### src/verilog/tape_pkg.sv
// tape player shared definitions
// TAP image constants, state encodings and the bundles passed between blocks
`default_nettype none

package tape_pkg;

	// ------------------------------------------------------------------------
	// TAP image and playback constants
	// ------------------------------------------------------------------------

	// io-controller index of a TAP download
	localparam logic [7:0] TAP_INDEX = 8'h41;
	// 4k byte tape memory
	localparam int TAP_ADDR_W = 12;
	// pulse data starts after the 20 byte header
	localparam int TAP_HDR_LEN = 20;
	localparam int TAP_VER_OFFS = 12;
	// buffer depth, also the credit pool of the fetcher
	localparam int FIFO_DEPTH = 8;
	localparam int CREDIT_W = $clog2(FIFO_DEPTH + 1);
	// clocks per TAP length unit
	localparam int TICK_DIV = 8;
	// units of a v0 zero byte
	localparam int LONG_PULSE = 256;
	localparam int PULSE_W = 24;

	typedef enum logic [1:0] {
		TAP_V0 = 2'd0,
		TAP_V1 = 2'd1
	} tap_version_e;

	typedef enum logic [2:0] {
		DEC_IDLE,
		DEC_EXT0,
		DEC_EXT1,
		DEC_EXT2,
		DEC_LOW,
		DEC_HIGH
	} dec_state_e;

	// byte stream from the io-controller, data_io style
	typedef struct packed {
		logic                  downloading;
		logic [7:0]            index;
		logic                  wr;
		logic [TAP_ADDR_W-1:0] addr;
		logic [7:0]            data;
	} ioctl_t;

	typedef struct packed {
		logic                  en;
		logic [TAP_ADDR_W-1:0] addr;
		logic [7:0]            data;
	} ram_wr_t;

	// what the player needs to know about the stored image
	typedef struct packed {
		tap_version_e          version;
		logic [TAP_ADDR_W-1:0] end_addr;
	} tap_info_t;

endpackage

`default_nettype wire

### src/verilog/tap_loader.sv
// TAP download loader
// picks TAP downloads out of the io-controller stream, writes them into
// tape memory and keeps the image version and end pointer
`default_nettype none

module tap_loader import tape_pkg::*; (
	input  wire logic      clk28,
	input  wire logic      reset,
	input  wire ioctl_t    ioctl_i,
	output ram_wr_t        ram_wr_o,
	output tap_info_t      info_o,
	output logic           restart_o
);

	logic tap_dl;
	logic tap_dl_q;
	logic tap_wr;

	// only index 0x41 is a tape image, everything else passes by
	assign tap_dl = ioctl_i.downloading && (ioctl_i.index == TAP_INDEX);
	assign tap_wr = tap_dl && ioctl_i.wr;

	// hold the player in restart for the whole download plus one cycle,
	// which covers the last memory write
	assign restart_o = tap_dl | tap_dl_q;

	// ------------------------------------------------------------------------
	// memory write port
	// ------------------------------------------------------------------------

	always_ff @(posedge clk28) begin
		if (reset) begin
			ram_wr_o.en <= 1'b0;
		end else begin
			ram_wr_o.en <= tap_wr;
		end
		// stream address is the memory address
		ram_wr_o.addr <= ioctl_i.addr;
		ram_wr_o.data <= ioctl_i.data;
	end

	// ------------------------------------------------------------------------
	// image info
	// ------------------------------------------------------------------------

	always_ff @(posedge clk28) begin
		if (reset) begin
			tap_dl_q <= 1'b0;
			info_o.version <= TAP_V0;
			info_o.end_addr <= '0;
		end else begin
			tap_dl_q <= tap_dl;
			if (tap_wr) begin
				// end pointer is one past the last byte written
				info_o.end_addr <= ioctl_i.addr + 1'b1;
				if (ioctl_i.addr == TAP_ADDR_W'(TAP_VER_OFFS)) begin
					info_o.version <= ioctl_i.data[0] ? TAP_V1 : TAP_V0;
				end
			end else if (tap_dl && !tap_dl_q) begin
				// new image, forget the old length
				info_o.end_addr <= '0;
			end
		end
	end

endmodule

`default_nettype wire

### config.mk
export PLATFORM = sky130hd
export DESIGN_NAME = tap_loader
export DESIGN_NICKNAME = d
export VERILOG_FILES = /design/src/verilog/tape_pkg.sv /design/src/verilog/tap_loader.sv
export SDC_FILE = /design/constraint.sdc
export NUM_CORES = 1
export LEC_CHECK = 0
export ABC_AREA = 0
export BUFFER_PORTS_ARGS = -buffer_cell sky130_fd_sc_hd__buf_2
export CORE_MARGIN = 3
export CORE_UTILIZATION = 40
export CTS_BUF_LIST = sky130_fd_sc_hd__clkbuf_8
export DETAILED_ROUTE_END_ITERATION = 6
export PLACE_DENSITY = 0.87
export RECOVER_POWER = 100
export REMOVE_ABC_BUFFERS = 1
export SYNTH_ARGS = -nofsm -noshare
export SYNTH_HDL_FRONTEND = slang
export SYNTH_SLANG_ARGS = --single-unit
### constraint.sdc
create_clock -name clk28 -period 1.3 [get_ports clk28]
set_input_delay 0.195 -clock clk28 [delete_from_list [all_inputs] [get_ports clk28]]
set_output_delay 0.195 -clock clk28 [all_outputs]
set_load 0.005 [all_outputs]
Word-level counts from Yosys, hierarchy flattened --
Cells that the tools add are included.
Storage, ports and cells: bits of input ports 32, logic and storage cells 19, output and inout port bits 36, register bits 36
Cells by class: bitwise logic cells 1, reductions and logical operators 6, muxes and demuxes 3, equal/unequal tests 2, $add $sub $neg 1
Operator list (number):
- $mux W12 | 2
- $add A12 B1 Y12 const B | 1
- $eq A12 B4 Y1 const B | 1
- $eq A8 B7 Y1 const B | 1
- $logic_and A1 B1 Y1 | 3
- $reduce_and A2 Y1 | 1
- $reduce_bool A2 Y1 | 1
- $logic_not A1 Y1 | 1
- $mux W1 | 1
- $or A1 B1 Y1 | 1

Depth between registers and ports, before layout --
depth after elaboration 5, depth in mapped cells 6, gate-level depth less buffers 6

Worst setup path before layout --
No wires, ideal clock.
path type input -> register, from input ioctl_i[23] in the netlist's numbering, to register info_o[4] in the netlist's numbering, arrival 1213 ps, data required time 1233 ps, path slack 20 ps, stages on the path 5, path buffers 1, setup time 67 ps, cell sequence and4bb_1 nand3_1 or3b_4 buf_6 o21ai_2
On the way: cells in the longest elaborated chain, start to end 4, elaborated cells between the ends (all ways) 6, those cells by class 1 x eq/ne; 1 x mux; 4 x reduce/logical
RTL lines:
- start: declaration | RTL line tap_loader.sv:9 | input wire ioctl_t ioctl_i,
- $eq A8 B7 Y1 * | RTL line tap_loader.sv:20 | assign tap_dl = ioctl_i.downloading && (ioctl_i.index == TAP_INDEX);
- $logic_and A1 B1 Y1 * | RTL line tap_loader.sv:20
- $logic_and A1 B1 Y1 (on tied branches) | RTL line tap_loader.sv:21, tap_loader.sv:59
- $mux W12 / $reduce_bool A2 Y1 (equally long branches)
- end: declaration | RTL line tap_loader.sv:11 | output tap_info_t info_o,
Every way passes the cells marked *; elsewhere a longest branch is shown, timed or not. A chain may end at the register's enable or synchronous reset.

Worst setup path in the final report --
Same ends and word-level chain as after synthesis.

==> results.md <==
- # DRC: 0
- Number of setup buffers added after CTS: 0
- Boundary Pins: 68
- IO Port Bufs: 66
- GRT Util Overall: 15.6%
- Power per unit of standard cell area: 1230 nW/µm²
- Antenna diode count: 0
- Most frequent cells in the layout: buf_2, dfxtp_1, clkbuf_1, nand2_1, o21ai_0
- Final-report hold violation count: 0
- Top post-synthesis cells by area: dfxtp_1, o21ai_2, xor2_1
- Sink Count: 35
- Starting DRC count in detailed routing: 51
- Biggest area consumer among synthesized cells: dfxtp_1
- Die outline area: 3740 µm²
- Number of rows in the core area: 19
- Clk_lat worst skew: 0.28 ns
- Post-Route WL: 2.92 mm
- Library cell contributing the largest single delay on the critical path: or3b_4
- Post-layout utilization of the core: 58.9%
- Unrepaired setup endpoints after global routing: no
- Final critical path time including I/O delays and setup: 1.14 ns
- Mean area per synthesized cell: 10.8 µm²
- Startpoint kind of the worst setup timing path: primary input
- Max-Cap Viols: 0
- Number of routed nets with antenna violations: 0
- Cells after synthesis: 113
- Die Ht: 61.2 µm
- Kind of cell adding the most delay to the critical path: simple AND/OR/NAND/NOR gates
- Number of antenna violations at the first check in global routing: 0
- IR drop worst, VDD: 0.580 mV
- Netlist area before placement: 1220 µm²
- Routed wl met2: 1.42 mm
- Total clock buffers created by CTS: 5
- Count of buffering cells on the critical path with inverters included: 1
- Residual overflow from global routing: 0
- Critical path start-end classification: primary input to flip-flop
- Die extent in x: 61.2 µm
- Leakage dissipation: 0.738 nW
- Tightest Hold Check Type: primary input to flip-flop
- Global-route wire length before repair: 4.08 mm
- Max Clock Freq: 880 MHz
- Number of warning messages in the yosys log: 0
- Result of the run: finished, final reports clean
- Met3 Wirelength: 279 µm
- Delay of the slowest critical-path stage: 0.48 ns
- Buffer cell driving the clock tree root: clkbuf_8
- Data arrival time of the critical path: 1.34 ns
- Worst endpoint required time: 1.51 ns
- Clock-pin transition on the worst setup and hold timing paths: 0.06 ns
- Period utilization: 87.4%
- Starting density of the core: 43.0%
- Level count of the clock H-tree: 2
- Std-Cell Core Area: 2830 µm²
- Final setup violation count: 0
- Maximum buffer depth of the clock tree: 2
- Vias per Instance: 4.81
- Most common cell after layout, fill and taps aside: buf_2
- Initial DRT Pass Iterations: 4
- Post-DP HPWL: 2.07 mm
- Average wire per cell in the routed design: 12.9 µm
- Number of distinct library cell variants in the gate-level netlist after synthesis: 30
- Ratio of cells with drive above 1 in the final layout: 26.2%
- Number of global-route vias before repair: 971
- Ordered cell list for the critical path: buf_2 > and4bb_1 > nand3_1 > or3b_4 > o21ai_0
- Synth-to-layout area growth: 36.8%
- Total vias in the final route: 1087
- Final estimated routing congestion in global placement: 0.756
- Maximum fanout along the worst path: 13
- Largest net degree at the start of global routing: 14
- Total of flip-flops plus latches after synthesis: 35
- Wire length on met1: 1.17 mm
- TritonCTS clock tree: done
- # resized after CTS: 0
- Sort of element at the end of the critical path: flip-flop
- Part of the Yosys area used for sequential elements: 57.6%
- Highest metal layer used by the detailed router: met4
- Worst Hold Margin: 0.0151 ns
- Area share of the leading cell type in the synthesized netlist: 57.6%
- Worst-case clock skew: 0.00112 ns
- Number of slew-limit violations in the final report: 0
- Post-layout net count: 229
final timing paths:
check / start / endpoint / slack [ns] / cells after the start
worst max-delay path: ioctl_i[23] / info_o[4]$_SDFFE_PP0P_ / 0.16 / 5
worst min-delay path: ioctl_i[2] / ram_wr_o[2]$_DFF_P_ / 0.02 / 1
worst max register to register: tap_dl_q$_SDFF_PP0_ / info_o[4]$_SDFFE_PP0P_ / 0.27 / 5
worst min register to register: info_o[6]$_SDFFE_PP0P_ / info_o[6]$_SDFFE_PP0P_ / 0.45 / 2
synthesized netlist by cell type, drive strengths merged:
cell type and count:
a21oi 1, a41oi 1, and2 1, and3 2, and4 2, and4b 1
and4bb 1, buf 2, clkbuf 1, conb 1, dfxtp 35, ha 2
inv 5, nand2 14, nand2b 2, nand3 5, nand4 5, nor2 4
nor3b 1, nor4 1, nor4b 1, o21ai 13, or3 1, or3b 1
xnor2 2, xor2 8
sequential cells by signal, summed over array words and instances (netlist names):
| signal | cells |
|---|---|
| tap_dl_q | 1 |
| ram_wr_o | 21 |
| info_o | 13 |
power by group:
part	internal, W	leakage (nW)	switching [W]
Clock	0.000414	0.0470	0.000339
Combinational	0.0000869	0.402	0.0000889
Sequential	0.00111	0.290	0.00000744
layout make-up:
class	instances	area, µm²
Fill cell	259	1160
Sequential cell	35	701
Multi-Input combinational cell	70	445
Timing Repair Buffer	78	374
Clock buffer	6	82.6
Tap cell	31	38.8
Inverter	5	18.8
Clock inverter	1	5.00
metal layers:
layer	global-route usage, %	vias up
li1	-	545
met1	15.4	483
met2	26.6	54
met3	7.55	5
met4	8.67	0
met5	0	-
cell families (layout without fill, tap and decap cells):
family | count (synthesis) | after routing | share of synthesized area [%]
buffers and inverters | 8 | 90 | 3.39
other | 1 | 1 | 0.308
AOI/OAI and AO/OA | 15 | 15 | 9.25
DFF | 35 | 35 | 57.6
adders and majority gates | 2 | 2 | 2.06
and+or+nand+nor | 42 | 42 | 20.2
xor gates and xnor gates | 10 | 10 | 7.19
what timing repair did:
item	CTS	global route
endpoints found under the setup margin	0	0
hold endpoints to repair	0	4
hold buffers	0	4
per-stage QoR:
| stage | worst slack [ns] | total power [W] | setup TNS, ns | area, µm² | cells |
|---|---|---|---|---|---|
| after global placement | -0.0938 | 0.00132 | -1.14 | 1620 | 215 |
| after detailed placement | -0.124 | 0.00132 | -1.40 | 1620 | 215 |
| after CTS | 0.162 | 0.00208 | 0 | 1710 | 222 |
| final | 0.164 | 0.00204 | 0 | 1670 | 226 |
| after global routing | 0.0780 | 0.00215 | 0 | 1670 | 226 |
| after floorplan | 0.0342 | 0.00119 | 0 | 1190 | 110 |
(Power assumes the default switching activity.)
