--- src/verilog/tape_pkg.sv ---
// tape player shared definitions
// TAP image constants, state encodings and the bundles passed between blocks
`default_nettype none

package tape_pkg;

	// ------------------------------------------------------------------------
	// TAP image and playback constants
	// ------------------------------------------------------------------------

	// io-controller index of a TAP download
	localparam logic [7:0] TAP_INDEX = 8'h41;
	// 4k byte tape memory
	localparam int TAP_ADDR_W = 12;
	// pulse data starts after the 20 byte header
	localparam int TAP_HDR_LEN = 20;
	localparam int TAP_VER_OFFS = 12;
	// buffer depth, also the credit pool of the fetcher
	localparam int FIFO_DEPTH = 8;
	localparam int CREDIT_W = $clog2(FIFO_DEPTH + 1);
	// clocks per TAP length unit
	localparam int TICK_DIV = 8;
	// units of a v0 zero byte
	localparam int LONG_PULSE = 256;
	localparam int PULSE_W = 24;

	typedef enum logic [1:0] {
		TAP_V0 = 2'd0,
		TAP_V1 = 2'd1
	} tap_version_e;

	typedef enum logic [2:0] {
		DEC_IDLE,
		DEC_EXT0,
		DEC_EXT1,
		DEC_EXT2,
		DEC_LOW,
		DEC_HIGH
	} dec_state_e;

	// byte stream from the io-controller, data_io style
	typedef struct packed {
		logic                  downloading;
		logic [7:0]            index;
		logic                  wr;
		logic [TAP_ADDR_W-1:0] addr;
		logic [7:0]            data;
	} ioctl_t;

	typedef struct packed {
		logic                  en;
		logic [TAP_ADDR_W-1:0] addr;
		logic [7:0]            data;
	} ram_wr_t;

	// what the player needs to know about the stored image
	typedef struct packed {
		tap_version_e          version;
		logic [TAP_ADDR_W-1:0] end_addr;
	} tap_info_t;

endpackage

`default_nettype wire

--- src/verilog/tap_fetcher.sv ---
// tape byte fetcher
// walks the stored image from the end of the header and pushes each byte
// into the buffer, one read per credit
`default_nettype none

module tap_fetcher import tape_pkg::*; (
	input  wire logic          clk28,
	input  wire logic          reset,
	input  wire logic          restart_i,
	input  wire tap_info_t     info_i,
	output logic               rd_en_o,
	output logic [TAP_ADDR_W-1:0] rd_addr_o,
	input  wire logic [7:0]    rd_data_i,
	output logic               push_o,
	output logic [7:0]         push_data_o,
	input  wire logic          credit_i
);

	logic [TAP_ADDR_W-1:0] addr_q;
	logic [CREDIT_W-1:0]   credits_q;
	logic                  push_q;
	logic                  can_read;

	// a read needs a free slot, counting reads still on their way
	assign can_read = !restart_i && (addr_q < info_i.end_addr) && (credits_q != '0);

	assign rd_en_o = can_read;
	assign rd_addr_o = addr_q;

	// memory data arrives the cycle after the read, push it straight on
	assign push_o = push_q;
	assign push_data_o = rd_data_i;

	always_ff @(posedge clk28) begin
		if (reset || restart_i) begin
			addr_q <= TAP_ADDR_W'(TAP_HDR_LEN);
			credits_q <= CREDIT_W'(FIFO_DEPTH);
			push_q <= 1'b0;
		end else begin
			push_q <= can_read;
			if (can_read) begin
				addr_q <= addr_q + 1'b1;
			end
			// spend one per read, get one back per byte consumed
			credits_q <= credits_q - CREDIT_W'(can_read) + CREDIT_W'(credit_i);
		end
	end

	// ------------------------------------------------------------------------
	// checks
	// ------------------------------------------------------------------------

	// buffer never returns more credits than were spent
	a_credit_max: assert property (@(posedge clk28) disable iff (reset || restart_i)
		credits_q <= CREDIT_W'(FIFO_DEPTH));

endmodule

`default_nettype wire

--- config.mk ---
export PLATFORM = sky130hd
export DESIGN_NAME = tap_fetcher
export DESIGN_NICKNAME = d
export VERILOG_FILES = /design/src/verilog/tape_pkg.sv /design/src/verilog/tap_fetcher.sv
export SDC_FILE = /design/constraint.sdc
export NUM_CORES = 1
export LEC_CHECK = 0
export BUFFER_PORTS_ARGS = -buffer_cell sky130_fd_sc_hd__buf_2
export CORE_UTILIZATION = 43
export DETAILED_ROUTE_END_ITERATION = 16
export GPL_ROUTABILITY_DRIVEN = 0
export PLACE_DENSITY = 0.78
export SYNTH_ARGS = -nofsm -noshare
export SYNTH_HDL_FRONTEND = slang
export SYNTH_SLANG_ARGS = --single-unit
--- constraint.sdc ---
create_clock -name clk28 -period 3.3 [get_ports clk28]
set_clock_uncertainty 0.2 [all_clocks]
set_input_delay 0.66 -clock clk28 [delete_from_list [all_inputs] [get_ports clk28]]
set_output_delay 0.66 -clock clk28 [all_outputs]
set_load 0.02 [all_outputs]
# Yosys cells after proc, flatten, opt, wreduce, memory -nomap -nowiden
# Index checks and enable logic that the tools add are counted.
# W data, S select, Z words.
dict set report word_totals {
  output_inout_bits 22
  ff_bits 17
  inputBits 26
  wordCells 12
}
dict set report op_classes {
  n_reduce_logical 5
  add_sub_neg 3
  magnitude_cmp 1
}
# operator n
set ops {}
lappend ops {{$add A12 B1 Y12 const B} 1}
lappend ops {{$lt A12 B12 Y1} 1}
lappend ops {{$add A4 B1 Y4} 1}
lappend ops {{$reduce_bool A4 Y1} 1}
lappend ops {{$sub A4 B1 Y4} 1}
lappend ops {{$logic_and A1 B1 Y1} 2}
lappend ops {{$logic_not A1 Y1} 1}
lappend ops {{$logic_or A1 B1 Y1} 1}

# Longest topological paths before layout
dict set report logic_depth {
  ltp_word 5
  depth_mapped 15
  mapped_depth_nobuf 14
}

# Worst setup path after synthesis
# Ideal clock, no wire load.
dict set report synth_path {
  kind {in2reg}
  startpoint {input port info_i[11] in the netlist's numbering}
  endpoint {register credits_q[3]}
  setup_time_ps 135
  n_path_buf 1
  stages 15
  required_time_ps 2965
  arrival_ps 3039
  path_slack_ps -74
  path_cell_list {inv_1 > ha_1 > a211o_1 > a31oi_1 > o221a_2 > o21ai_2 > buf_2 > inv_1 > ha_1 > inv_1 > ha_1 > a21o_1 > a21oi_1 > xnor2_1 > nand2_1}
}
dict set report synth_between {
  elab_chain_cells 5
}
# element line_no
set synth_lines {}
lappend synth_lines {{start: declaration} tap_fetcher.sv:10} ;# input wire tap_info_t info_i,
lappend synth_lines {{$lt A12 B12 Y1} tap_fetcher.sv:25} ;# assign can_read = !restart_i && (addr_q < info_i.end_addr) && (credits_q != '0);
lappend synth_lines {{$logic_and A1 B1 Y1 (2 in series)} tap_fetcher.sv:25}
lappend synth_lines {{via rd_en_o} tap_fetcher.sv:11} ;# output logic rd_en_o,
lappend synth_lines {{$sub A4 B1 Y4} tap_fetcher.sv:45} ;# credits_q <= credits_q - CREDIT_W'(can_read) + CREDIT_W'(credit_i);
lappend synth_lines {{$add A4 B1 Y4} tap_fetcher.sv:45}
lappend synth_lines {{end signal: assignment} tap_fetcher.sv:37} ;# credits_q <= CREDIT_W'(FIFO_DEPTH);
lappend synth_lines {{end signal: assignment} tap_fetcher.sv:45}
lappend synth_lines {{end: declaration} tap_fetcher.sv:20} ;# logic [CREDIT_W-1:0] credits_q;
# The timed path passes the listed nets, and every way through them passes these cells.
# A chain may end at the register's enable or synchronous reset.

# Worst setup path after layout
dict set report layout_path {
  startpoint {input port info_i[2] in the netlist's numbering}
  endpoint {output port rd_en_o}
}
dict set report layout_between {
  elab_chain_cells 3
}
# element line_no
set layout_lines {}
lappend layout_lines {{$lt A12 B12 Y1} tap_fetcher.sv:25}
lappend layout_lines {{$logic_and A1 B1 Y1 (2 in series)} tap_fetcher.sv:25}
lappend layout_lines {{end: declaration} tap_fetcher.sv:11}
# No other way between the ends.

==> results.sh <==
export IMPL_fin_total_pwr_w=0.000469
export IMPL_synth_seq_area_share=0.293
export IMPL_met2RoutedLength_um=1240
export IMPL_crit_path_start_kind="input pin"
export IMPL_dieHeight_um=53.9
export IMPL_cp_arrival_ns=2.23
export IMPL_detail_route_drc_violations=0
export IMPL_cts_buffers=3
export IMPL_grt_start_max_net_pins=21
export IMPL_tns_ns=0
export IMPL_row_count=18
export IMPL_setup_repair_after_global_routing_missed_its_margin="false"
export IMPL_worst_ep_required_time_ns=2.44
export IMPL_ys_seq_elements=17
export IMPL_ys_warn_count=0
export IMPL_syn_instance_count=142
export IMPL_max_freq_mhz=323
export IMPL_outcome="finished clean"
export IMPL_total_leakage_power_nw=0.657
export IMPL_total_number_of_vias=1037
export IMPL_highest_net_fanout_along_the_worst_path=4
export IMPL_synthDominantCellAreaShare=0.293
export IMPL_met3RoutedLength_um=138
export IMPL_finalMaxSlewViolations=0
export IMPL_areaGrowthSynthToFinish_pct=13.6
export IMPL_power_density_cell_area_nw_per_um2=356
export IMPL_min_from="rd_addr_o[11]"
export IMPL_dr_vias_cell=5.29
export IMPL_core_area_um2=2520
export IMPL_setup_reg_to_reg_worst_slack_ns=0.33
export IMPL_postRouteAntennaNets=0
export IMPL_wl_met1_um=981
export IMPL_die_area_um2=2910
export IMPL_dp_slack_ns=-0.0706
export IMPL_worst_hold_path_num_cells=2
export IMPL_postCtsSetupRepairBufs=0
export IMPL_report_final_setup_viol=0
export IMPL_num_antenna_cells=0
export IMPL_routed_top_layer="met4"
export IMPL_worst_setup_path_type="in2out"
export IMPL_total_number_of_nets_in_the_final_design=211
export IMPL_clk_latency_ns=0.30
export IMPL_timing_critical_path_to_type="output port"
export IMPL_cts_sinks=17
export IMPL_floorplan_initialDensity=0.460
export IMPL_mappedNetlistArea_um2=1160
export IMPL_ctsResizeCount=0
export IMPL_antenna_found_initial=0
export IMPL_finalWirelength_um=2370
export IMPL_layout_cells_most_common_list="29 x sky130_fd_sc_hd__buf_2, 19 x sky130_fd_sc_hd__inv_1, 17 x sky130_fd_sc_hd__ha_1, 17 x sky130_fd_sc_hd__dfxtp_1, 12 x sky130_fd_sc_hd__nand2_1"
export IMPL_peakVddDrop_mv=0.269
export IMPL_clock_tree_root_cell="sky130_fd_sc_hd__clkbuf_4"
export IMPL_worst_setup_hold_path_clk_slew_ns=0.11
export IMPL_first_pass_grt_wire_length_um=3950
export IMPL_drt_first_pass_iters=4
export IMPL_grt_pass1_vias=943
export IMPL_clock_path_buffers=2
export IMPL_tritoncts="done"
export IMPL_cap_viol_max_count=0
export IMPL_ioPinCount=48
export IMPL_holdCritPathClass="reg2reg"
export IMPL_layout_worst_path_cycle_share=0.937
export IMPL_final_common_cell="sky130_fd_sc_hd__buf_2"
export IMPL_final_setup_worst_slack_ns=0.207
export IMPL_cp_startpoint="info_i[2]"
export IMPL_grt_ovfl_total=0
export IMPL_post_route_cells_drive_above_1_share=0.235
export IMPL_place_hpwl_um=1860
export IMPL_hold_viol_final=0
export IMPL_synthTopCellsByArea="sky130_fd_sc_hd__dfxtp_1 29%, sky130_fd_sc_hd__ha_1 18%, sky130_fd_sc_hd__inv_1 6.5%"
export IMPL_layout_min_cycle_time_ns=3.09
export IMPL_worst_r2r_cell_count=13
export IMPL_crit_reg2reg_launch="rd_addr_o[2]"
export IMPL_max_slew_margin=0.584
export IMPL_cts_htree_levels=1
export IMPL_post_synth_top_area_cell="sky130_fd_sc_hd__dfxtp_1"
export IMPL_die_x_um=53.9
export IMPL_avgSynthCellArea_um2=8.17
export IMPL_post_synth_num_cell_types=31
export IMPL_grt_util_all_layers=0.192
export IMPL_timing_worst_slew_pin_value_ns=0.621
export IMPL_count_of_buffers_inserted_at_the_top_level_ports=29
export IMPL_fillerInstances=270
export IMPL_cts_hold_repair_buffers=0
export IMPL_drt_iter0_markers=20
export IMPL_route_detailed_wl_per_inst_um=12.1
export IMPL_syn_num_nets=186
-- final timing paths --
path              endpoint
min reg2reg  rd_addr_o[11]
max reg2reg   credits_q[3]
max                rd_en_o
min          rd_addr_o[11]
-- per-layer routing --
metal / up-vias / GRT usage
met2: 27 / 0.340
met1: 479 / 0.220
met4: 0 / 0.0614
met3: 2 / 0.0508
li1: 529 / -
met5: - / 0
-- registers in the layout, indices dropped and copies added (netlist names) --
name	flops
push_o	1
rd_addr_o	12
credits_q	4
-- worst max-delay path, cell delays in order --
cell                         delay, ns
sky130_fd_sc_hd__buf_2            0.07
sky130_fd_sc_hd__inv_1            0.03
sky130_fd_sc_hd__ha_1             0.29
sky130_fd_sc_hd__a21oi_1          0.14
sky130_fd_sc_hd__o21ai_0          0.09
sky130_fd_sc_hd__a221oi_1         0.39
sky130_fd_sc_hd__o21ai_2          0.17
sky130_fd_sc_hd__clkinvlp_4       0.10
sky130_fd_sc_hd__buf_4            0.12
sky130_fd_sc_hd__buf_2            0.16
-- synth_stat cells, drive strengths merged --
cell and n:
and3 3, fa 1, o21ai 9, nor2b 1, o31ai 1, nor2 7, or3 5, a221oi 1
o31a 3, or4 1, clkbuf 1, inv 20, a31oi 1, nor4 2, nand2 12, and2 2
xnor2 3, o21a 2, a21oi 10, buf 10, a211o 1, a21o 2, nand4 2, nand3 5
mux2i 1, or2 1, dfxtp 17, o221a 1, ha 17
-- power breakdown --
| group | internal [W] | leakage [nW] | switching (W) | total [W] |
|---|---|---|---|---|
| clock | 0.0000463 | 0.0139 | 0.0000731 | 0.000119 |
| sequential | 0.000215 | 0.138 | 0.00000481 | 0.000220 |
| combinational | 0.0000583 | 0.505 | 0.0000713 | 0.000130 |
| total | 0.000320 | 0.657 | 0.000149 | 0.000469 |
-- layout make-up --
class | count | area, µm² | area share
clock inverters | 1 | 7.51 | 0.00570
inverters | 20 | 78.8 | 0.0598
well taps | 30 | 37.5 | 0.0285
multi-input cells | 94 | 671 | 0.509
repair buffers | 31 | 160 | 0.122
flip-flops and latches | 17 | 340 | 0.258
clock buffers | 3 | 22.5 | 0.0171
-- per-stage QoR --
step,hold WS (ns),area (µm²),std cells,utilization
2_1_floorplan,0.373,1160,142,-
3_3_place_gp,0.291,1290,192,0.510
5_1_grt,0.355,1320,196,0.522
3_5_place_dp,0.321,1290,192,0.510
6_report,0.338,1320,196,0.522
4_1_cts,0.337,1320,196,0.522
-- cells by family (layout without fill, tap and decap cells) --
| logic type | Yosys count | count (layout) | synth area share |
|---|---|---|---|
| compound gates | 31 | 31 | 0.170 |
| mux | 1 | 1 | 0.00863 |
| simple gates | 41 | 41 | 0.176 |
| fa+ha+maj | 18 | 18 | 0.201 |
| flops | 17 | 17 | 0.293 |
| xor+xnor | 3 | 3 | 0.0227 |
| buf+inv | 31 | 55 | 0.128 |
No activity file was read; power rests on OpenSTA's default activity.
