===== config.mk =====
export PLATFORM = sky130hd
export DESIGN_NAME = tap_fifo
export DESIGN_NICKNAME = d
export VERILOG_FILES = /design/src/verilog/tape_pkg.sv /design/src/verilog/tap_fifo.sv
export SDC_FILE = /design/constraint.sdc
export NUM_CORES = 1
export LEC_CHECK = 0
export BUFFER_PORTS_ARGS = -buffer_cell sky130_fd_sc_hd__buf_2
export CELL_PAD_IN_SITES_DETAIL_PLACEMENT = 1
export CELL_PAD_IN_SITES_GLOBAL_PLACEMENT = 2
export CORE_MARGIN = 5
export CORE_UTILIZATION = 45
export CTS_CLUSTER_SIZE = 8
export DETAILED_ROUTE_END_ITERATION = 10
export PLACE_DENSITY_LB_ADDON = 0.1
export SLEW_MARGIN = 20
export SYNTH_ARGS = -nofsm -noshare
export SYNTH_HDL_FRONTEND = slang
export SYNTH_SLANG_ARGS = --single-unit

===== constraint.sdc =====
create_clock -name clk28 -period 2 [get_ports clk28]
set_input_delay 0.1 -clock clk28 [delete_from_list [all_inputs] [get_ports clk28]]
set_output_delay 0.1 -clock clk28 [all_outputs]
set_load 0.01 [all_outputs]

===== src/verilog/tape_pkg.sv =====
// tape player shared definitions
// TAP image constants, state encodings and the bundles passed between blocks
`default_nettype none

package tape_pkg;

	// ------------------------------------------------------------------------
	// TAP image and playback constants
	// ------------------------------------------------------------------------

	// io-controller index of a TAP download
	localparam logic [7:0] TAP_INDEX = 8'h41;
	// 4k byte tape memory
	localparam int TAP_ADDR_W = 12;
	// pulse data starts after the 20 byte header
	localparam int TAP_HDR_LEN = 20;
	localparam int TAP_VER_OFFS = 12;
	// buffer depth, also the credit pool of the fetcher
	localparam int FIFO_DEPTH = 8;
	localparam int CREDIT_W = $clog2(FIFO_DEPTH + 1);
	// clocks per TAP length unit
	localparam int TICK_DIV = 8;
	// units of a v0 zero byte
	localparam int LONG_PULSE = 256;
	localparam int PULSE_W = 24;

	typedef enum logic [1:0] {
		TAP_V0 = 2'd0,
		TAP_V1 = 2'd1
	} tap_version_e;

	typedef enum logic [2:0] {
		DEC_IDLE,
		DEC_EXT0,
		DEC_EXT1,
		DEC_EXT2,
		DEC_LOW,
		DEC_HIGH
	} dec_state_e;

	// byte stream from the io-controller, data_io style
	typedef struct packed {
		logic                  downloading;
		logic [7:0]            index;
		logic                  wr;
		logic [TAP_ADDR_W-1:0] addr;
		logic [7:0]            data;
	} ioctl_t;

	typedef struct packed {
		logic                  en;
		logic [TAP_ADDR_W-1:0] addr;
		logic [7:0]            data;
	} ram_wr_t;

	// what the player needs to know about the stored image
	typedef struct packed {
		tap_version_e          version;
		logic [TAP_ADDR_W-1:0] end_addr;
	} tap_info_t;

endpackage

`default_nettype wire


===== src/verilog/tap_fifo.sv =====
// tape byte buffer
// small ring between fetcher and pulse generator, gives one credit back
// for each byte the pulse generator takes
`default_nettype none

module tap_fifo import tape_pkg::*; (
	input  wire logic       clk28,
	input  wire logic       reset,
	input  wire logic       restart_i,
	input  wire logic       push_i,
	input  wire logic [7:0] push_data_i,
	output logic            head_valid_o,
	output logic [7:0]      head_data_o,
	input  wire logic       take_i,
	output logic            credit_o
);

	logic [7:0] mem [0:FIFO_DEPTH-1];
	logic [$clog2(FIFO_DEPTH)-1:0] wr_ptr_q;
	logic [$clog2(FIFO_DEPTH)-1:0] rd_ptr_q;
	logic [CREDIT_W-1:0] count_q;

	assign head_valid_o = (count_q != '0);
	assign head_data_o = mem[rd_ptr_q];

	// storage, no flush needed since count says what is valid
	always_ff @(posedge clk28) begin
		if (push_i) begin
			mem[wr_ptr_q] <= push_data_i;
		end
	end

	always_ff @(posedge clk28) begin
		if (reset || restart_i) begin
			wr_ptr_q <= '0;
			rd_ptr_q <= '0;
			count_q <= '0;
			credit_o <= 1'b0;
		end else begin
			if (push_i) begin
				wr_ptr_q <= wr_ptr_q + 1'b1;
			end
			if (take_i) begin
				rd_ptr_q <= rd_ptr_q + 1'b1;
			end
			count_q <= count_q + CREDIT_W'(push_i) - CREDIT_W'(take_i);
			// slot freed, tell the fetcher
			credit_o <= take_i;
		end
	end

	// ------------------------------------------------------------------------
	// checks
	// ------------------------------------------------------------------------

	// the fetcher's credit count must keep it from overrunning the ring
	a_no_push_full: assert property (@(posedge clk28) disable iff (reset || restart_i)
		push_i |-> (count_q < CREDIT_W'(FIFO_DEPTH)));

	// the pulse generator only takes what is there
	a_no_take_empty: assert property (@(posedge clk28) disable iff (reset || restart_i)
		take_i |-> head_valid_o);

endmodule

`default_nettype wire


; ---- Word level (Yosys, flattened, before mapping)
; Memories as Yosys holds them, arrays and structs flattened. A register that Yosys moved wholly into a read port is not among the register bits.
; Cells that the tools add are included.
[word_totals]
ff_bits = 11
mem_bits_rw = 64
in_bits = 13
output_inout_bits = 10
word_cells = 15
n_memories = 1
[memory_table]
columns = name, depth, word_bits, rd, rd_clocked_by_memory_dff, write_ports, line_no
row1 = mem, 8, 8, 1, 1, 1, tap_fifo.sv:18  ; logic [7:0] mem [0:FIFO_DEPTH-1];
[classes]
addsub = 4
muxes = 4
n_reduce_logical = 2
[op_table]
columns = cell, count
row1 = $add 3x1->3 const B, 2
row2 = $mux 3, 2
row3 = $add 4x1->4, 1
row4 = $reduce_bool 4->1, 1
row5 = $sub 4x1->4, 1
row6 = $mux 1, 2
row7 = $logic_or 1x1->1, 1

; ---- Longest topological paths before layout
; Gate-level depths: netlist (run 1).
[logic_depth]
word_depth = 3
mapped_depth = 8

; ---- Worst setup path after synthesis (run 1)
; No wires, ideal clock.
[synth_timing]
path_type = reg-to-output
from = register (tool-made name)
to = output head_data_o[1]
arrival_ps = 1381
required_time_ps = 1900
setup_slack_ps = 519
path_stages_with_launch = 5
path_cell_list = dfxtp_1 > buf_6 > buf_12 > mux4_1 > mux2_2
[synth_rtl]
columns = element, line_no
row1 = to (decl), tap_fifo.sv:13  ; output logic [7:0] head_data_o,

==> impl_metrics.tcl, run 1 <==
set metrics [dict create \
    cts.clk_slew.worst_paths_ns 0.08 \
    worst_pin_slew_ns 0.512 \
    die_area_sq_um 8680 \
    cpMaxStageDelayCell "mux4_1" \
    hpwl_microns 3810 \
    r2r_slack_ns 0.38 \
    fin_ws_ns 0.0506 \
    dr.pass1.iters 4 \
    max_freq_ghz 0.513 \
    ys.warnings.count 0 \
    powerDensity_nw_per_um2 889 \
    drt-total-wl_microns 5940 \
    cts.sinks 78 \
    cts_buffers 9 \
    cts_tree "yes" \
    die_w_microns 93.2 \
    critPathBufInv 2 \
    final_nets 223 \
    worstHoldPathType "in2reg" \
    netlist_top_cells_area "edfxtp_1 (62%), mux4_1 (13%), dfxtp_1 (9.0%)" \
    asyncSetResetFlopFracSynth 0 \
    reg2reg_to "count_q[2]" \
    max-clock-path-buffers 2 \
    crit_fanout 8 \
    grt_overflow_total 0 \
    ys_types 26 \
    yosysTopAreaCell "edfxtp_1" \
    rsz0062_at_grt "yes" \
    cap_violations 0 \
    clock_latency_ns 0.34 \
    leakage_nw 1.23 \
    antenna_cells 0 \
    yosysMostFrequentCell "edfxtp_1" \
    hold_viol_final 0 \
    path_class "reg2out" \
    ys_seq_area_frac 0.707 \
    core-area_sq_um 6760 \
    nFillCells 646 \
    gp_congestion 0.663 \
    synth_top_area_share 0.617 \
    total_power_w 0.00315 \
    layout-drive-gt1-share 0.353 \
    critical_path_required_ns 1.90 \
    start_util 0.461 \
    max-vdd-ir-drop_uv 430 \
    timing.rr.start "count_q[0]" \
    period_minus_slack_ns 1.95 \
    syn_area_per_cell_sq_um 19.0 \
    vias 1505 \
    setup_viol 0 \
    min_delay_path_depth 1 \
    grt_start_max_net_pins 17 \
    antenna_found_initial 0 \
    clockRootBuffer "clkbuf_8" \
    synth_commonest_cells "edfxtp_1 (64), nor2_1 (16), mux4_1 (15), dfxtp_1 (14), mux2_2 (8)" \
    die_y_microns 93.2 \
    endpoint_kind "output port" \
    skew_ns 0.00757 \
    worstSetupStartpointType "flop" \
    ios 23 \
    area_growth_pct 13.7 \
    maxSlewViolCount 0 \
    synth_edf_count 64 \
    path_delay_family "multiplexers" \
    ant_nets 0 \
    synth_cells 164 \
    wire_per_inst_microns 20.7 \
    place_ws_ns 0.358 \
    drt_iter0_drc 53 \
    synth_nets 185 \
    viasPerCell 5.24 \
    track_usage 0.148 \
    netlist_area_sq_um 3110 \
    status "complete, no violations" \
    ys_ff_latch 78 \
    htreeDepth 3 \
    slowest_delay_ns 0.55 \
    fin_crit_sh 0.975 \
    cts_setup_buffers 0 \
    synth_ff_type "edfxtp_1" \
    holdCritStartpoint "push_data_i[6]" \
    grt_first_pass_wirelength_microns 9170 \
    portBuffers 22 \
    cp.arrival_ns 1.85 \
    drc 0 \
    rows 30 \
    ff2ff_path_depth 8 \
    path_cells "buf_12 > mux4_1 > mux2_2 > buf_2" \
    slew_headroom 0.658 \
    grt_pass1_vias 1679 \
    whs_endpoint "mem[2][6]" \
]
[where the power goes]
| part | total, W | internal [W] | switching (W) |
|---|---|---|---|
| sequential | 0.00180 | 0.00178 | 0.0000176 |
| clock | 0.00115 | 0.000578 | 0.000570 |
| combinational | 0.000196 | 0.0000950 | 0.000101 |
[per-stage QoR]
| step | setup TNS (ns) | util | hold slack, ns | cell area [sq um] | std cells |
|---|---|---|---|---|---|
| after floorplan | 0 | - | 0.199 | 3110 | 164 |
| after global placement | 0 | 0.498 | 0.352 | 3360 | 270 |
| after detailed placement | 0 | 0.498 | 0.378 | 3360 | 270 |
| after CTS | 0 | 0.531 | 0.0122 | 3590 | 287 |
| after global routing | -0.00616 | 0.524 | 0.0280 | 3540 | 287 |
| final | 0 | 0.524 | 0.0259 | 3540 | 287 |
[worst max path at each step]
stage,endpoint,depth (start not counted),start,slack [ns]
6_report,head_data_o[7],4,flop,0.05
5_1_grt,head_data_o[7],4,flop,-0.006
4_1_cts,head_data_o[1],4,flop,0.004
3_5_place_dp,head_data_o[7],4,flop,0.36
3_3_place_gp,head_data_o[7],4,flop,0.40
2_1_floorplan,head_data_o[1],4,flop,0.52
[cell usage in the layout (no fill, tap or decap), types with 5 or more instances in the layout]
master | netlist | final
nand2_1 | 5 | 5
inv_1 | 7 | 7
nor2_1 | 16 | 16
mux4_2 | 1 | 15
buf_4 | 0 | 9
ha_1 | 7 | 7
buf_2 | 1 | 22
edfxtp_1 | 64 | 64
mux2_2 | 8 | 8
clkbuf_8 | 0 | 9
dfxtp_1 | 14 | 13
[timing repair]
action                     4_1_cts  5_1_grt
gates resized for setup          4       13
hold buffers                     0        0
cloned                           1        0
setup endpoints to repair        4        7
[worst register-to-register path, delay by kind of cell, from the launching register on]
kind	cells	cell delay, ns
xor+xnor	1	0.15
simple gates	1	0.05
fa+ha+maj	3	0.81
flops	1	0.31
buf+inv	3	0.18
[cells by family (layout without fill, tap and decap cells)]
kind of cell / after synthesis / in the layout / synth area share
flip-flops: 78 / 78 / 0.707
AND/OR/NAND/NOR: 31 / 31 / 0.0442
multiplexers: 27 / 27 / 0.172
buffers and inverters: 13 / 56 / 0.0237
adder cells (fa/ha/maj): 8 / 8 / 0.0346
XOR/XNOR: 5 / 5 / 0.0141
AO/OA/AOI/OAI: 2 / 2 / 0.00402
[cell type report]
cell class,count,area (sq um),share of cell area
repair buffers,33,225,0.0636
multi-input cells,73,786,0.222
well taps,80,100,0.0283
flip-flops and latches,78,2210,0.623
inverters,7,26.3,0.00742
clock buffers,9,124,0.0350
clock inverters,7,72.6,0.0205
[flip-flops by register name (all words and copies together), names as in the netlist, named ones only]
name and cells:
mem 64, count_q 4, rd_ptr_q 3, wr_ptr_q 3
credit_o 1
[metal layers]
layer | up-vias | track usage | routed length [microns]
met3 | 10 | 0.0257 | 212
met1 | 765 | 0.191 | 2700
met5 | - | 0 | 0
li1 | 702 | - | -
met2 | 28 | 0.244 | 2930
met4 | 0 | 0.0696 | 99
(Power assumes the default switching activity.)
==> run 2, diff against run 1 <==
--- a/config.mk
+++ b/config.mk
@@ -9,8 +9,7 @@
 export CELL_PAD_IN_SITES_DETAIL_PLACEMENT = 1
 export CELL_PAD_IN_SITES_GLOBAL_PLACEMENT = 2
 export CORE_MARGIN = 5
-export CORE_UTILIZATION = 45
-export CTS_CLUSTER_SIZE = 8
+export CORE_UTILIZATION = 40
 export DETAILED_ROUTE_END_ITERATION = 10
 export PLACE_DENSITY_LB_ADDON = 0.1
 export SLEW_MARGIN = 20
==> run 2 against run 1 <==
Net effect: critical path depth unchanged; worst setup slack is essentially flat; routed wire length shrank 1.4%; final cell count is 8.4% higher; combinational power rose by 3%; power is 0.68% lower; non-clock buffer count up 2; via count grew 1.1%; maximum frequency about the same; largest power group unchanged.
==> impl_metrics.tcl, run 2 (same netlist as run 1, synthesis figures left out) <==
set metrics [dict create \
    antenna_found_initial 0 \
    die_w_microns 98.2 \
    combPwrFrac 0.064 \
    sw_frac_of_total 0.215 \
    whs_endpoint "mem[3][6]" \
    cts.sinks 78 \
    hold_slack_ns 0.0221 \
    htreeDepth 3 \
    die_y_microns 98.2 \
    path_class "reg2out" \
    dr.pass1.iters 4 \
    ant_nets 0 \
    worstHoldPathType "in2reg" \
    grt_start_max_net_pins 17 \
    hold_viol_final 0 \
    core-area_sq_um 7650 \
    holdCritStartpoint "push_data_i[6]" \
    critical_path_required_ns 1.90 \
    cp.arrival_ns 1.85 \
    viasPerCell 4.89 \
    min_delay_path_depth 1 \
    slew_headroom 0.687 \
    hpwl_microns 3860 \
    leakage_nw 1.25 \
    endpoint_kind "output port" \
    reg.largest.list "mem x64, count_q x4" \
    portBuffers 22 \
    cts_tree "yes" \
    fin_ws_ns 0.0503 \
    max-clock-path-buffers 2 \
    cts.clk_slew.worst_paths_ns 0.07 \
    drc 0 \
    worst_pin_slew_ns 0.469 \
    ff2ff_path_depth 8 \
    fin_crit_sh 0.975 \
    antenna_cells 0 \
    reg2reg_to "count_q[2]" \
    drt_iter0_drc 41 \
    cap_violations 0 \
    track_usage 0.128 \
    vias 1521 \
    internal_power_w 0.00245 \
    area_growth_pct 15.8 \
    switching_power_w 0.000672 \
    clock_latency_ns 0.35 \
    ios 23 \
    final_common_cell "edfxtp_1" \
    die_area_sq_um 9650 \
    powerDensity_nw_per_um2 866 \
    setup_viol 0 \
    place_ws_ns 0.362 \
    seqPwrFrac 0.576 \
    rows 32 \
    clockRootBuffer "clkbuf_8" \
    regMostFlops "mem" \
    r2r_slack_ns 0.38 \
    largest_reg_flops 64 \
    rsz0062_at_grt "yes" \
    max-vdd-ir-drop_uv 296 \
    crit_fanout 8 \
    max_freq_ghz 0.513 \
    layout_common_cells "edfxtp_1 (64), buf_2 (22), nor2_1 (16)" \
    grt_first_pass_wirelength_microns 9030 \
    cts_setup_buffers 0 \
    worstSetupStartpointType "flop" \
    grt_pass1_vias 1701 \
    start_util 0.407 \
    layout-drive-gt1-share 0.311 \
    clkPwrFrac 0.360 \
    wire_per_inst_microns 18.8 \
    drt-total-wl_microns 5860 \
    skew_ns 0.00940 \
    gp_congestion 0.719 \
    period_minus_slack_ns 1.95 \
    final_nets 225 \
    cts_buffers 9 \
    timing.rr.start "count_q[0]" \
    status "complete, no violations" \
    grt_overflow_total 0 \
    maxSlewViolCount 0 \
]
run 2: cell types whose count changed in the layout (fill, tap and decap cells not counted):
cell	before	now
clkbuf_1	0	1
clkinvlp_4	1	2
mux4_2	15	8
mux4_1	1	8
dlygate4sd3_1	0	2
inv_6	1	0
clkinv_4	2	1
run 2: timing repair:
| item | in CTS | in global routing |
|---|---|---|
| resized for setup | 3 | 7 |
| hold endpoints to repair | 7 | 3 |
| cloned | 1 | 0 |
| hold buffers | 1 | 1 |
| setup endpoints to repair | 4 | 7 |
run 2: power by group through the flow:
stage | sequential (W) | combinational, W | clock (W)
finish | 0.00180 | 0.000201 | 0.00112
global route | 0.00180 | 0.000224 | 0.00124
CTS | 0.00180 | 0.000203 | 0.00115
detailed placement | 0.00184 | 0.000198 | 0
global placement | 0.00183 | 0.000185 | 0
floorplan | 0.00183 | 0.000119 | 0
run 2: worst max-delay path, cell delays in order (launching register included):
cell and delay (ns):
dfxtp_4 0.40, buf_12 0.14, mux4_1 0.56, mux2_2 0.27, buf_2 0.14
run 2: routing by layer:
metal / wire length [microns] / up-vias / track usage
met1: 2450 / 778 / 0.139
met3: 227 / 5 / 0.0464
met2: 3130 / 27 / 0.230
met5: 0 / - / 0
li1: - / 711 / -
met4: 55 / 0 / 0.0441
run 2: layout make-up:
cell class / instances / area [sq um]
clock buffers: 10 / 128
clock inverters: 6 / 62.6
fillers: 745 / 4040
inverters: 7 / 26.3
multi-input cells: 73 / 812
flip-flops and latches: 78 / 2210
well taps: 102 / 128
repair buffers: 35 / 245
run 2: per-stage QoR:
step                      setup TNS (ns)  utilization  instance area [sq um]  instances  power [W]
after detailed placement               0        0.444                   3390        292    0.00203
after global placement                 0        0.444                   3390        292    0.00202
after floorplan                        0            -                   3110        164    0.00195
after CTS                              0        0.474                   3620        310    0.00315
final                                  0        0.472                   3610        311    0.00312
after global routing             -0.0649        0.472                   3610        311    0.00327
run 2: worst max-delay path by stage:
stage          from              to  slack [ns]  depth (start not counted)
3_5_place_dp   flop  head_data_o[7]        0.36                          4
6_report       flop  head_data_o[4]        0.05                          4
4_1_cts        flop  head_data_o[7]      0.0003                          4
5_1_grt        flop  head_data_o[7]       -0.03                          4
2_1_floorplan  flop  head_data_o[1]        0.52                          4
3_3_place_gp   flop  head_data_o[4]        0.38                          4
==> run 3, diff against run 2 <==
--- a/config.mk
+++ b/config.mk
@@ -10,6 +10,7 @@
 export CELL_PAD_IN_SITES_GLOBAL_PLACEMENT = 2
 export CORE_MARGIN = 5
 export CORE_UTILIZATION = 40
+export CTS_BUF_LIST = sky130_fd_sc_hd__clkbuf_2 sky130_fd_sc_hd__clkbuf_4 sky130_fd_sc_hd__clkbuf_8
 export DETAILED_ROUTE_END_ITERATION = 10
 export PLACE_DENSITY_LB_ADDON = 0.1
 export SLEW_MARGIN = 20
==> run 3 against run 2 <==
Net effect: sequential share of layout area grew 0.11 points; sequential power barely moved; highest routed layer unchanged; design area decreased by 0.17%; power increased by 0.12%.
==> impl_metrics.tcl, run 3 (same netlist as run 1, synthesis figures left out) <==
set metrics [dict create \
    worstSetupStartpointType "flop" \
    regMostFlops "mem" \
    wl_met1_microns 2410 \
    track_usage 0.128 \
    setup_viol 0 \
    max-clock-path-buffers 2 \
    rsz0062_at_grt "yes" \
    reg.largest.list "mem x64, count_q x4" \
    worst_pin_slew_ns 0.470 \
    grt_pass1_vias 1694 \
    fin_crit_sh 0.972 \
    multi_input_area_sq_um 812 \
    core-area_sq_um 7650 \
    period_minus_slack_ns 1.94 \
    r2r_slack_ns 0.38 \
    crit_fanout 8 \
    dr.pass1.iters 4 \
    portBuffers 22 \
    cts_tree "yes" \
    die_w_microns 98.2 \
    leakage_nw 1.25 \
    layout_common_cells "edfxtp_1 (64), buf_2 (22), nor2_1 (16)" \
    dpl_cell_area_sq_um 3390 \
    cts_buffers 9 \
    worstHoldPathType "in2reg" \
    regArea_sq_um 2210 \
    drt-total-wl_microns 5820 \
    final_nets 224 \
    die_area_sq_um 9650 \
    total_power_w 0.00313 \
    antenna_cells 0 \
    grt_first_pass_wirelength_microns 9010 \
    stdcell_area_sq_um 3600 \
    endpoint_kind "output port" \
    wl_met2_microns 3170 \
    gp_congestion 0.719 \
    clockRootBuffer "clkbuf_8" \
    nFillCells 747 \
    met3_length_microns 194 \
    cts.sinks 78 \
    max_freq_ghz 0.514 \
    rows 32 \
    antenna_found_initial 0 \
    setup-tns-final_ns 0 \
    timing.rr.start "count_q[0]" \
    cp.arrival_ns 1.84 \
    maxUsedRoutingLayer "met4" \
    drc 0 \
    htreeDepth 3 \
    ios 23 \
    stdcell_count 310 \
    vias 1519 \
    area_growth_pct 15.6 \
    critical_path_required_ns 1.90 \
    grt_start_max_net_pins 17 \
    path_class "reg2out" \
    cp-endpoint "head_data_o[4]" \
    skew_ns 0.00838 \
    maxSlewViolCount 0 \
    powerDensity_nw_per_um2 869 \
    grt_overflow_total 0 \
    reg2reg_to "count_q[2]" \
    wire_per_inst_microns 18.8 \
    ant_nets 0 \
    slew_headroom 0.686 \
    start_util 0.407 \
    largest_reg_flops 64 \
    numPlacedInstances 292 \
    cap_violations 0 \
    max-vdd-ir-drop_uv 251 \
    final_common_cell "edfxtp_1" \
    layout-drive-gt1-share 0.317 \
    status "complete, no violations" \
    drt_iter0_drc 43 \
    cts.clk_slew.worst_paths_ns 0.08 \
    hpwl_microns 3860 \
    clock_latency_ns 0.35 \
    hold_viol_final 0 \
    die_y_microns 98.2 \
    viasPerCell 4.90 \
    ff2ff_path_depth 8 \
]
[run 3: changes by cell type in the layout (fill, tap and decap cells not counted), sizes merged]
| cell | before | now |
|---|---|---|
| dlygate4sd3 | 2 | 1 |
[run 3: per-layer routing]
metal	track usage	vias up
met5	0	-
met4	0.0441	0
met3	0.0464	7
met2	0.230	21
met1	0.138	782
li1	-	709
[run 3: worst min path at each step]
stage	from	to	slack, ns	cells past startpoint
detailed placement	push_data_i[6]	mem[2][6]	0.37	1
CTS	push_data_i[5]	mem[0][5]	0.0004	1
global route	push_data_i[5]	mem[2][5]	0.006	1
global placement	push_data_i[5]	mem[1][5]	0.35	1
floorplan	push_data_i[0]	mem[0][0]	0.20	0
finish	push_data_i[5]	mem[6][5]	0.03	1
[run 3: repair_timing]
action | in CTS | in global routing
endpoints found under the hold margin | 0 | 5
hold buffers | 0 | 1
gates cloned | 1 | 0
gates resized for setup | 3 | 7
setup endpoints to repair | 4 | 7
buffers inserted | 0 | 0
[run 3: critical path, cell delays in order (launching register included)]
cell and delay [ns]:
dfxtp_4 0.40, buf_12 0.14, mux4_1 0.56, mux2_2 0.27
buf_2 0.14
[run 3: per-stage QoR]
step / utilization / setup WS, ns / hold WS [ns]
2_1_floorplan: - / 0.519 / 0.199
3_3_place_gp: 0.444 / 0.376 / 0.353
3_5_place_dp: 0.444 / 0.362 / 0.372
4_1_cts: 0.473 / 0.00162 / 0.000432
5_1_grt: 0.471 / -0.0266 / 0.00557
6_report: 0.471 / 0.0554 / 0.0270
[run 3: final cells by class]
cell class,instances,area share
clock buffers,10,0.0365
clock inverters,6,0.0174
inverters,7,0.00730
multi-input cells,73,0.226
flip-flops and latches,78,0.613
well taps,102,0.0354
repair buffers,34,0.0653
[run 3: power breakdown]
group	internal (W)	switching, W	leakage [nW]
sequential	0.00178	0.0000163	0.696
combinational	0.0000960	0.000103	0.464
clock	0.000586	0.000544	0.0933
total	0.00246	0.000663	1.25
